[config.mk]
export PLATFORM = sky130hd
export DESIGN_NAME = ex_stage
export DESIGN_NICKNAME = d
export VERILOG_FILES = /design/src/ex_stage_pkg.sv /design/src/ex_alu.sv /design/src/ex_mult.sv /design/src/ex_stage.sv /design/src/ex_tag_prop.sv /design/src/ex_writeback.sv
export SDC_FILE = /design/constraint.sdc
export NUM_CORES = 2
export LEC_CHECK = 0
export BUFFER_PORTS_ARGS = -buffer_cell sky130_fd_sc_hd__buf_2
export CORE_AREA = 2 2 325 391
export DETAILED_ROUTE_END_ITERATION = 10
export DIE_AREA = 0 0 327 393
export PLACE_DENSITY = 0.68
export SYNTH_ARGS = -nofsm -noshare
export SYNTH_HDL_FRONTEND = slang
export SYNTH_SLANG_ARGS = --single-unit
[constraint.sdc]
create_clock -name clk -period 19.2 [get_ports clk]
set_input_delay 5.76 -clock clk [delete_from_list [all_inputs] [get_ports clk]]
set_output_delay 5.76 -clock clk [all_outputs]
set_load 0.02 [all_outputs]
[src/ex_stage_pkg.sv]
//////////////////////////////////////////////////
// Execute stage shared definitions
// Data widths, operator codes and tag encodings
//////////////////////////////////////////////////
`default_nettype none

package ex_stage_pkg;

  // Data path and register file widths
  localparam int XLEN      = 32;
  localparam int RF_ADDR_W = 6;

  //////////////////////////////////////////////////
  // ALU operators
  //////////////////////////////////////////////////
  localparam int ALU_OP_W = 4;

  localparam logic [ALU_OP_W-1:0] ALU_ADD  = 4'd0;
  localparam logic [ALU_OP_W-1:0] ALU_SUB  = 4'd1;
  localparam logic [ALU_OP_W-1:0] ALU_XOR  = 4'd2;
  localparam logic [ALU_OP_W-1:0] ALU_OR   = 4'd3;
  localparam logic [ALU_OP_W-1:0] ALU_AND  = 4'd4;
  localparam logic [ALU_OP_W-1:0] ALU_SLL  = 4'd5;
  localparam logic [ALU_OP_W-1:0] ALU_SRL  = 4'd6;
  localparam logic [ALU_OP_W-1:0] ALU_SRA  = 4'd7;
  localparam logic [ALU_OP_W-1:0] ALU_SLT  = 4'd8;
  localparam logic [ALU_OP_W-1:0] ALU_SLTU = 4'd9;
  // Branch comparisons
  localparam logic [ALU_OP_W-1:0] ALU_EQ   = 4'd10;
  localparam logic [ALU_OP_W-1:0] ALU_NE   = 4'd11;
  localparam logic [ALU_OP_W-1:0] ALU_LT   = 4'd12;
  localparam logic [ALU_OP_W-1:0] ALU_GE   = 4'd13;
  localparam logic [ALU_OP_W-1:0] ALU_LTU  = 4'd14;
  localparam logic [ALU_OP_W-1:0] ALU_GEU  = 4'd15;

  // Multiplier operators
  localparam int MUL_OP_W = 2;

  localparam logic [MUL_OP_W-1:0] MUL_MUL    = 2'd0;
  localparam logic [MUL_OP_W-1:0] MUL_MULH   = 2'd1;
  localparam logic [MUL_OP_W-1:0] MUL_MULHSU = 2'd2;
  localparam logic [MUL_OP_W-1:0] MUL_MULHU  = 2'd3;

  //////////////////////////////////////////////////
  // Tag propagation
  //////////////////////////////////////////////////
  localparam int OPCLASS_W = 2;

  localparam logic [OPCLASS_W-1:0] CLASS_ALU   = 2'd0;
  localparam logic [OPCLASS_W-1:0] CLASS_SHIFT = 2'd1;
  localparam logic [OPCLASS_W-1:0] CLASS_MUL   = 2'd2;
  localparam logic [OPCLASS_W-1:0] CLASS_CSR   = 2'd3;

  // Four 2-bit modes with class n at bits 2n+1..2n
  localparam int TPCR_W = 8;

  localparam logic [1:0] TAG_CLEAR = 2'd0;
  localparam logic [1:0] TAG_A     = 2'd1;
  localparam logic [1:0] TAG_AB    = 2'd2;
  localparam logic [1:0] TAG_ABC   = 2'd3;

endpackage

`default_nettype wire

[src/ex_alu.sv]
//////////////////////////////////////////////////
// Integer ALU
// Single-cycle arithmetic, logic, shifts, set-less-than
// and branch comparison
//////////////////////////////////////////////////
`default_nettype none

module ex_alu import ex_stage_pkg::*; (
  input  logic [ALU_OP_W-1:0] operator_i,
  input  logic [XLEN-1:0]     operand_a_i,
  input  logic [XLEN-1:0]     operand_b_i,

  output logic [XLEN-1:0]     result_o,
  output logic                cmp_result_o
);

  // Shift amount from low bits of b
  logic [4:0]      shamt;

  // Shared comparator outputs
  logic            is_equal;
  logic            is_less_s;
  logic            is_less_u;

  // Per-class intermediate results
  logic [XLEN-1:0] sum;
  logic [XLEN-1:0] diff;
  logic [XLEN-1:0] shift_res;

  assign shamt = operand_b_i[4:0];

  //////////////////////////////////////////////////
  // Comparators
  //////////////////////////////////////////////////

  assign is_equal  = (operand_a_i == operand_b_i);
  assign is_less_s = ($signed(operand_a_i) < $signed(operand_b_i));
  assign is_less_u = (operand_a_i < operand_b_i);

  // Branch condition for the six compare codes
  always_comb begin
    case (operator_i)
      ALU_EQ:  cmp_result_o = is_equal;
      ALU_NE:  cmp_result_o = ~is_equal;
      ALU_LT:  cmp_result_o = is_less_s;
      ALU_GE:  cmp_result_o = ~is_less_s;
      ALU_LTU: cmp_result_o = is_less_u;
      ALU_GEU: cmp_result_o = ~is_less_u;
      // No branch for other operators
      default: cmp_result_o = 1'b0;
    endcase
  end

  //////////////////////////////////////////////////
  // Adder and shifter
  //////////////////////////////////////////////////

  assign sum  = operand_a_i + operand_b_i;
  assign diff = operand_a_i - operand_b_i;

  always_comb begin
    case (operator_i)
      ALU_SLL: shift_res = operand_a_i << shamt;
      ALU_SRA: shift_res = $unsigned($signed(operand_a_i) >>> shamt);
      // Logical right shift
      default: shift_res = operand_a_i >> shamt;
    endcase
  end

  //////////////////////////////////////////////////
  // Result mux
  //////////////////////////////////////////////////

  always_comb begin
    case (operator_i)
      ALU_ADD:  result_o = sum;
      ALU_SUB:  result_o = diff;
      ALU_XOR:  result_o = operand_a_i ^ operand_b_i;
      ALU_OR:   result_o = operand_a_i | operand_b_i;
      ALU_AND:  result_o = operand_a_i & operand_b_i;
      ALU_SLL,
      ALU_SRL,
      ALU_SRA:  result_o = shift_res;
      // Set-less-than gives 0 or 1
      ALU_SLT:  result_o = {{(XLEN-1){1'b0}}, is_less_s};
      ALU_SLTU: result_o = {{(XLEN-1){1'b0}}, is_less_u};
      // Compare codes return the branch bit zero-extended
      default:  result_o = {{(XLEN-1){1'b0}}, cmp_result_o};
    endcase
  end

endmodule

`default_nettype wire

[src/ex_mult.sv]
//////////////////////////////////////////////////
// Integer multiplier
// MUL in one cycle, MULH/MULHSU/MULHU in two
//////////////////////////////////////////////////
`default_nettype none

module ex_mult import ex_stage_pkg::*; (
  input  logic                clk,
  input  logic                rst_n,

  input  logic                enable_i,
  input  logic [MUL_OP_W-1:0] operator_i,
  input  logic [XLEN-1:0]     op_a_i,
  input  logic [XLEN-1:0]     op_b_i,

  output logic [XLEN-1:0]     result_o,
  output logic                ready_o,
  output logic                multicycle_o,
  input  logic                ex_ready_i
);

  // High-word variants need the second cycle
  logic                   is_high;
  logic                   sign_a;
  logic                   sign_b;

  // Operands extended to 64 bits by signedness
  logic [2*XLEN-1:0]      op_a_ext;
  logic [2*XLEN-1:0]      op_b_ext;
  logic [2*XLEN-1:0]      prod_full;

  logic [XLEN-1:0]        prod_low;

  // Idle when low, done when high
  logic                   done_q;
  logic [2*XLEN-1:0]      prod_q;

  assign is_high = (operator_i != MUL_MUL);
  assign sign_a  = (operator_i == MUL_MULH) | (operator_i == MUL_MULHSU);
  assign sign_b  = (operator_i == MUL_MULH);

  assign op_a_ext  = {{XLEN{sign_a & op_a_i[XLEN-1]}}, op_a_i};
  assign op_b_ext  = {{XLEN{sign_b & op_b_i[XLEN-1]}}, op_b_i};
  assign prod_full = op_a_ext * op_b_ext;

  // Low word is the same for every signedness
  assign prod_low = op_a_i * op_b_i;

  //////////////////////////////////////////////////
  // Idle/done state
  //////////////////////////////////////////////////

  always_ff @(posedge clk or negedge rst_n) begin
    if (!rst_n) begin
      done_q <= 1'b0;
    end else if (!done_q) begin
      done_q <= enable_i & is_high;
    end else if (ex_ready_i) begin
      // Stage accepted the result
      done_q <= 1'b0;
    end
  end

  // Product captured while idle
  always_ff @(posedge clk) begin
    if (!done_q && enable_i && is_high) begin
      prod_q <= prod_full;
    end
  end

  // Stall only in the first cycle of a high variant
  assign ready_o      = ~(enable_i & is_high & ~done_q);
  assign multicycle_o = done_q;
  assign result_o     = done_q ? prod_q[2*XLEN-1:XLEN] : prod_low;

endmodule

`default_nettype wire

[src/ex_stage.sv]
//////////////////////////////////////////////////
// Execute stage top level
// ALU, multiplier, tag propagation and write-back
//////////////////////////////////////////////////
`default_nettype none

module ex_stage import ex_stage_pkg::*; (
  input  logic                 clk,
  input  logic                 rst_n,

  // ALU from ID
  input  logic [ALU_OP_W-1:0]  alu_operator_i,
  input  logic [XLEN-1:0]      alu_operand_a_i,
  input  logic [XLEN-1:0]      alu_operand_b_i,
  input  logic [XLEN-1:0]      alu_operand_c_i,
  input  logic                 alu_en_i,

  // Multiplier
  input  logic [MUL_OP_W-1:0]  mult_operator_i,
  input  logic [XLEN-1:0]      mult_operand_a_i,
  input  logic [XLEN-1:0]      mult_operand_b_i,
  input  logic                 mult_en_i,
  output logic                 mult_multicycle_o,

  // Tag propagation
  input  logic [OPCLASS_W-1:0] dift_opclass_i,
  input  logic [TPCR_W-1:0]    dift_tpcr_i,
  input  logic                 operand_a_tag_i,
  input  logic                 operand_b_tag_i,
  input  logic                 operand_c_tag_i,

  // CSR and load
  input  logic                 csr_access_i,
  input  logic [XLEN-1:0]      csr_rdata_i,
  input  logic                 lsu_en_i,
  input  logic [XLEN-1:0]      lsu_rdata_i,
  input  logic                 lsu_rtag_i,
  input  logic                 lsu_ready_ex_i,
  input  logic                 lsu_err_i,

  // Register file destinations
  input  logic                 regfile_alu_we_i,
  input  logic [RF_ADDR_W-1:0] regfile_alu_waddr_i,
  input  logic                 regfile_we_i,
  input  logic [RF_ADDR_W-1:0] regfile_waddr_i,

  input  logic                 branch_in_ex_i,
  input  logic                 wb_ready_i,

  // Forward port to ID and register file
  output logic                 regfile_alu_we_fw_o,
  output logic [RF_ADDR_W-1:0] regfile_alu_waddr_fw_o,
  output logic [XLEN-1:0]      regfile_alu_wdata_fw_o,
  output logic                 regfile_alu_wtag_fw_o,

  // Load write port
  output logic                 regfile_we_wb_o,
  output logic [RF_ADDR_W-1:0] regfile_waddr_wb_o,
  output logic [XLEN-1:0]      regfile_wdata_wb_o,
  output logic                 regfile_wtag_wb_o,

  output logic [XLEN-1:0]      jump_target_o,
  output logic                 branch_decision_o,
  output logic                 ex_ready_o,
  output logic                 ex_valid_o
);

  logic [XLEN-1:0] alu_result;
  logic [XLEN-1:0] mult_result;
  logic            mult_ready;
  logic            prop_tag;

  // Jump target computed in ID
  assign jump_target_o = alu_operand_c_i;

  //////////////////////////////////////////////////
  // Functional units
  //////////////////////////////////////////////////

  ex_alu u_alu (
    .operator_i   (alu_operator_i),
    .operand_a_i  (alu_operand_a_i),
    .operand_b_i  (alu_operand_b_i),
    .result_o     (alu_result),
    .cmp_result_o (branch_decision_o)
  );

  // Done state released by the stage ready
  ex_mult u_mult (
    .clk          (clk),
    .rst_n        (rst_n),
    .enable_i     (mult_en_i),
    .operator_i   (mult_operator_i),
    .op_a_i       (mult_operand_a_i),
    .op_b_i       (mult_operand_b_i),
    .result_o     (mult_result),
    .ready_o      (mult_ready),
    .multicycle_o (mult_multicycle_o),
    .ex_ready_i   (ex_ready_o)
  );

  ex_tag_prop u_tag_prop (
    .opclass_i (dift_opclass_i),
    .tpcr_i    (dift_tpcr_i),
    .tag_a_i   (operand_a_tag_i),
    .tag_b_i   (operand_b_tag_i),
    .tag_c_i   (operand_c_tag_i),
    .tag_o     (prop_tag)
  );

  //////////////////////////////////////////////////
  // Write-back and stall control
  //////////////////////////////////////////////////

  ex_writeback u_writeback (
    .clk                    (clk),
    .rst_n                  (rst_n),
    .alu_en_i               (alu_en_i),
    .mult_en_i              (mult_en_i),
    .csr_access_i           (csr_access_i),
    .lsu_en_i               (lsu_en_i),
    .alu_result_i           (alu_result),
    .mult_result_i          (mult_result),
    .csr_rdata_i            (csr_rdata_i),
    .lsu_rdata_i            (lsu_rdata_i),
    .tag_i                  (prop_tag),
    .lsu_rtag_i             (lsu_rtag_i),
    .regfile_alu_we_i       (regfile_alu_we_i),
    .regfile_alu_waddr_i    (regfile_alu_waddr_i),
    .regfile_we_i           (regfile_we_i),
    .regfile_waddr_i        (regfile_waddr_i),
    .mult_ready_i           (mult_ready),
    .lsu_ready_ex_i         (lsu_ready_ex_i),
    .lsu_err_i              (lsu_err_i),
    .wb_ready_i             (wb_ready_i),
    .branch_in_ex_i         (branch_in_ex_i),
    .regfile_alu_we_fw_o    (regfile_alu_we_fw_o),
    .regfile_alu_waddr_fw_o (regfile_alu_waddr_fw_o),
    .regfile_alu_wdata_fw_o (regfile_alu_wdata_fw_o),
    .regfile_alu_wtag_fw_o  (regfile_alu_wtag_fw_o),
    .regfile_we_wb_o        (regfile_we_wb_o),
    .regfile_waddr_wb_o     (regfile_waddr_wb_o),
    .regfile_wdata_wb_o     (regfile_wdata_wb_o),
    .regfile_wtag_wb_o      (regfile_wtag_wb_o),
    .ex_ready_o             (ex_ready_o),
    .ex_valid_o             (ex_valid_o)
  );

endmodule

`default_nettype wire

[src/ex_tag_prop.sv]
//////////////////////////////////////////////////
// Tag propagation
// Combines operand tags by the mode of the class
//////////////////////////////////////////////////
`default_nettype none

module ex_tag_prop import ex_stage_pkg::*; (
  input  logic [OPCLASS_W-1:0] opclass_i,
  input  logic [TPCR_W-1:0]    tpcr_i,
  input  logic                 tag_a_i,
  input  logic                 tag_b_i,
  input  logic                 tag_c_i,

  output logic                 tag_o
);

  // Mode field of the current class
  logic [1:0] mode;

  assign mode = tpcr_i[{opclass_i, 1'b0} +: 2];

  always_comb begin
    case (mode)
      TAG_CLEAR: tag_o = 1'b0;
      TAG_A:     tag_o = tag_a_i;
      TAG_AB:    tag_o = tag_a_i | tag_b_i;
      // Any tainted operand taints the result
      TAG_ABC:   tag_o = tag_a_i | tag_b_i | tag_c_i;
      default:   tag_o = 1'b0;
    endcase
  end

endmodule

`default_nettype wire

[src/ex_writeback.sv]
//////////////////////////////////////////////////
// Execute stage write-back
// ALU port mux, EX/WB load-port register
// and stage ready/valid
//////////////////////////////////////////////////
`default_nettype none

module ex_writeback import ex_stage_pkg::*; (
  input  logic                 clk,
  input  logic                 rst_n,

  input  logic                 alu_en_i,
  input  logic                 mult_en_i,
  input  logic                 csr_access_i,
  input  logic                 lsu_en_i,

  input  logic [XLEN-1:0]      alu_result_i,
  input  logic [XLEN-1:0]      mult_result_i,
  input  logic [XLEN-1:0]      csr_rdata_i,
  input  logic [XLEN-1:0]      lsu_rdata_i,
  input  logic                 tag_i,
  input  logic                 lsu_rtag_i,

  input  logic                 regfile_alu_we_i,
  input  logic [RF_ADDR_W-1:0] regfile_alu_waddr_i,
  input  logic                 regfile_we_i,
  input  logic [RF_ADDR_W-1:0] regfile_waddr_i,

  input  logic                 mult_ready_i,
  input  logic                 lsu_ready_ex_i,
  input  logic                 lsu_err_i,
  input  logic                 wb_ready_i,
  input  logic                 branch_in_ex_i,

  output logic                 regfile_alu_we_fw_o,
  output logic [RF_ADDR_W-1:0] regfile_alu_waddr_fw_o,
  output logic [XLEN-1:0]      regfile_alu_wdata_fw_o,
  output logic                 regfile_alu_wtag_fw_o,

  output logic                 regfile_we_wb_o,
  output logic [RF_ADDR_W-1:0] regfile_waddr_wb_o,
  output logic [XLEN-1:0]      regfile_wdata_wb_o,
  output logic                 regfile_wtag_wb_o,

  output logic                 ex_ready_o,
  output logic                 ex_valid_o
);

  // Registered load-port write
  logic                 we_lsu_q;
  logic [RF_ADDR_W-1:0] waddr_lsu_q;

  //////////////////////////////////////////////////
  // ALU write port
  //////////////////////////////////////////////////

  assign regfile_alu_we_fw_o    = regfile_alu_we_i;
  assign regfile_alu_waddr_fw_o = regfile_alu_waddr_i;
  assign regfile_alu_wtag_fw_o  = tag_i;

  // CSR over multiplier over ALU
  always_comb begin
    regfile_alu_wdata_fw_o = '0;
    if (alu_en_i) regfile_alu_wdata_fw_o = alu_result_i;
    if (mult_en_i) regfile_alu_wdata_fw_o = mult_result_i;
    if (csr_access_i) regfile_alu_wdata_fw_o = csr_rdata_i;
  end

  //////////////////////////////////////////////////
  // EX/WB load-port register
  //////////////////////////////////////////////////

  always_ff @(posedge clk or negedge rst_n) begin
    if (!rst_n) begin
      we_lsu_q <= 1'b0;
    end else if (ex_valid_o) begin
      // Faulting loads never write
      we_lsu_q <= regfile_we_i & ~lsu_err_i;
    end else if (wb_ready_i) begin
      // Nothing new so the slot empties
      we_lsu_q <= 1'b0;
    end
  end

  always_ff @(posedge clk) begin
    if (ex_valid_o && regfile_we_i && !lsu_err_i) begin
      waddr_lsu_q <= regfile_waddr_i;
    end
  end

  // Load data arrives in WB and passes straight through
  assign regfile_we_wb_o    = we_lsu_q;
  assign regfile_waddr_wb_o = waddr_lsu_q;
  assign regfile_wdata_wb_o = lsu_rdata_i;
  assign regfile_wtag_wb_o  = lsu_rtag_i;

  // Branches finish in EX so they ignore WB back-pressure
  assign ex_ready_o = (mult_ready_i & lsu_ready_ex_i & wb_ready_i) | branch_in_ex_i;
  assign ex_valid_o = (alu_en_i | mult_en_i | csr_access_i | lsu_en_i)
                      & mult_ready_i & lsu_ready_ex_i & wb_ready_i;

endmodule

`default_nettype wire

==> flow_summary_export.csv <==
group,metric,value,unit
synth,synth-simple-area-share,0.1256,
run_status,status,"completed",
floorplan,start_util,0.5070,
timing,finalCriticalPeriod,19060,ps
setup_path,worst_ep_required_time,13440,ps
layout,drive_gt1_frac,0.07028,
floorplan,core,124500,um^2
drt,wl,202500,um
layout,nets,9316,
timing,fin_crit_sh,0.9927,
synth,yosysWarnings,0,
synth,synth_compound_area_frac,0.08399,
drt,wl_per_cell,23.15,um
drt,drt_pass1_iterations,9,
synth,synth_seq_cells,40,
synth,async_flop_share,0.05000,
setup_path,cp-end-kind,"output port",
synth,synth.area.top_cells,"fa_1 (49%), inv_1 (12%), ha_1 (8.5%)",
placed_design,hpwl,169700,um
timing,finClkSkew,3.144,ps
synth,synth_most_common_cell,"inv_1",
clock_network,cts_tree,"done",
placed_design,gp_congestion,1.017,
setup_path,cp_data_arrival_time,13300,ps
synth,synth_mux_area_frac,0.03129,
drt,vias,49610,
timing,hold_viol_final,0,
synth,synth-xor-area-share,0.02025,
synth,synth_common_cells,"inv_1 (1942), fa_1 (1534), nand2_1 (840)",
placed_design,dp.cells,8733,
setup_path,path_max_fanout,19,
layout,area_delta_synth_final,3.840,%
clock_network,cts_made_buffers,5,
setup_path,timing.rr.start,"u_mult.multicycle_o",
setup_path,critPathLaunchType,"input pin",
layout,multiInputGateArea,52610,um^2
timing,slew_headroom,0.2238,
clock_network,cts_max_level,2,
drt,ant_nets,0,
synth,ys_seq_area_frac,0.01886,
layout,fill_cells,11540,
synth,synthesis.nets,9354,
global_routing,grt_max_degree,62,
drt,drt_iter0_markers,3459,
synth,syn_area,63150,um^2
timing,finalWorstSetupSlack,139.9,ps
clock_network,root_buffer,"clkbuf_16",
drt,drc,0,
synth,ys.flop_type,"edfxtp_1",
timing,slew_viol_final,0,
floorplan,die_x,327,um
timing,finalSetupViolCount,0,
floorplan,die_h,393,um
placed_design,dpl_worst_slack,-100.4,ps
synth,yosysTopAreaCell,"fa_1",
drt,post_drt_via_cell_ratio,5.671,
synth,synth_top_area_share,0.4863,
synth,synth.distinct_cells,108,
timing,tightest_slew,1161,ps
clock_network,clk_pin_slew,60,ps
timing,rsz0062_at_grt,"yes",
global_routing,grt_pass1_vias,54670,
global_routing,grt_pass1_wl,316400,um
synth,synth_top_family_by_area,"adder cells",
placed_design,portBuffers,239,
clock_network,clkSinkCount,40,
synth,postSynthAreaPerCell,8.865,um^2
global_routing,overflow,0,
floorplan,rows,142,
floorplan,boundaryPins,384,
setup_path,startpoint,"mult_operand_a_i[5]",
timing,timing.fmax,52.47,MHz
synth,synth_cells,7123,
setup_path,crit_type,"input pin to output port",
clock_network,max-clock-path-buffers,2,
global_routing,grtUsageTotal,0.3253,
layout,seqCellArea,1191,um^2
synth,synth_edf_count,38,
layout,final_cells,8748,
min_path,hold_class,"flop to flop",
min_path,min-delay-start,"u_writeback.regfile_we_wb_o",
floorplan,dieArea,128500,um^2
flow_run,cap_violations,0,
global_routing,antenna_found_initial,8,
clock_network,clk_latency,300,ps
synth,synthAdderAreaFrac,0.5713,
-- final cells by class --
class,count,area share
Inverter,1949,0.1116
Tap cell,1656,0.03160
Sequential cell,40,0.01817
Clock buffer,5,0.001908
Timing Repair Buffer,365,0.03354
Antenna cell,6,0.0002290
Multi-Input combinational cell,4724,0.8023
Clock inverter,3,0.0007251
-- critical path, stage by stage --
cell	delay [ps]
buf_2	310
buf_4	390
and2_1	240
fa_1	450
fa_1	500
inv_1	60
fa_1	480
fa_1	550
inv_1	60
fa_1	530
inv_1	70
fa_1	480
inv_1	50
fa_1	480
inv_1	50
fa_1	640
inv_1	80
ha_1	340
a21o_1	200
and2_1	180
o41a_1	400
nor2_1	120
xor2_1	430
o221ai_1	220
buf_2	200
-- timing repair --
| action | CTS | global route |
|---|---|---|
| setup endpoints to repair | 1 | 9 |
| hold buffers | 0 | 0 |
| buffers inserted | 0 | 1 |
| pin swaps | 0 | 1 |
| resized for setup | 2 | 23 |
-- sequential cells by signal (all words and copies together) (netlist names) --
register / cells
u_mult.prod_q: 32
u_writeback.regfile_waddr_wb_o: 6
u_mult.multicycle_o: 1
u_writeback.regfile_we_wb_o: 1
-- cell families after synthesis --
group,count (synthesis)
compound gates,787
xor+xnor,146
fa+ha+maj,1963
buf+inv,2359
flops,40
mux,119
simple gates,1709
-- path summary, 6_finish.rpt --
check / to / slack, ps / depth (start not counted)
worst max-delay path: regfile_alu_wdata_fw_o[30] / 140 / 25
worst min-delay path: u_writeback.regfile_we_wb_o / 490 / 1
worst max register to register: u_mult.multicycle_o / 16930 / 7
worst min register to register: u_writeback.regfile_we_wb_o / 490 / 1
max in group asynchronous: u_mult.multicycle_o / 13770 / 1
min in group asynchronous: u_writeback.regfile_we_wb_o / 5280 / 1
-- per-layer routing --
layer / routed length, um / track usage / share of wire
met5: 34 / 0 / 0.00017
met4: 14920 / 0.1925 / 0.074
met3: 17810 / 0.05289 / 0.088
met2: 95610 / 0.5413 / 0.47
met1: 74120 / 0.4008 / 0.37
-- cells in the final DEF, fill, tap and decap left out, types with 18 or more instances in the layout --
cell type | synthesis | routed
nor2_1 | 236 | 233
nor3_1 | 59 | 57
mux2_2 | 21 | 21
o221ai_1 | 22 | 22
nand2_1 | 840 | 840
o21bai_1 | 34 | 34
o21ai_0 | 141 | 141
nand3_1 | 42 | 41
a21o_1 | 48 | 48
o211ai_1 | 32 | 32
a221oi_1 | 26 | 26
a31oi_1 | 33 | 33
fa_1 | 1534 | 1534
edfxtp_1 | 38 | 38
mux4_2 | 44 | 44
mux2i_1 | 41 | 41
xor2_1 | 32 | 32
buf_4 | 81 | 124
ha_1 | 429 | 429
buf_2 | 24 | 225
and2_1 | 370 | 369
or3_1 | 20 | 20
and3_1 | 27 | 27
a211oi_1 | 43 | 42
a21oi_1 | 212 | 212
nand4_1 | 18 | 18
inv_1 | 1942 | 1942
xnor2_1 | 114 | 114
o31ai_1 | 25 | 25
-- through the flow --
stage / TNS (ps) / hold slack (ps) / area (um^2) / util
after floorplan: 0 / 599.0 / 63150 / -
after global placement: -64.16 / 462.7 / 65310 / 0.5244
after detailed placement: -100.4 / 476.1 / 65310 / 0.5244
after CTS: 0 / 492.4 / 65490 / 0.5258
after global routing: -48.07 / 514.3 / 65560 / 0.5264
final: 0 / 490.9 / 65570 / 0.5265
Power is left out: the tool's default activity adds up to more than one toggle a clock period on the data nets, which glitch-free logic cannot reach.
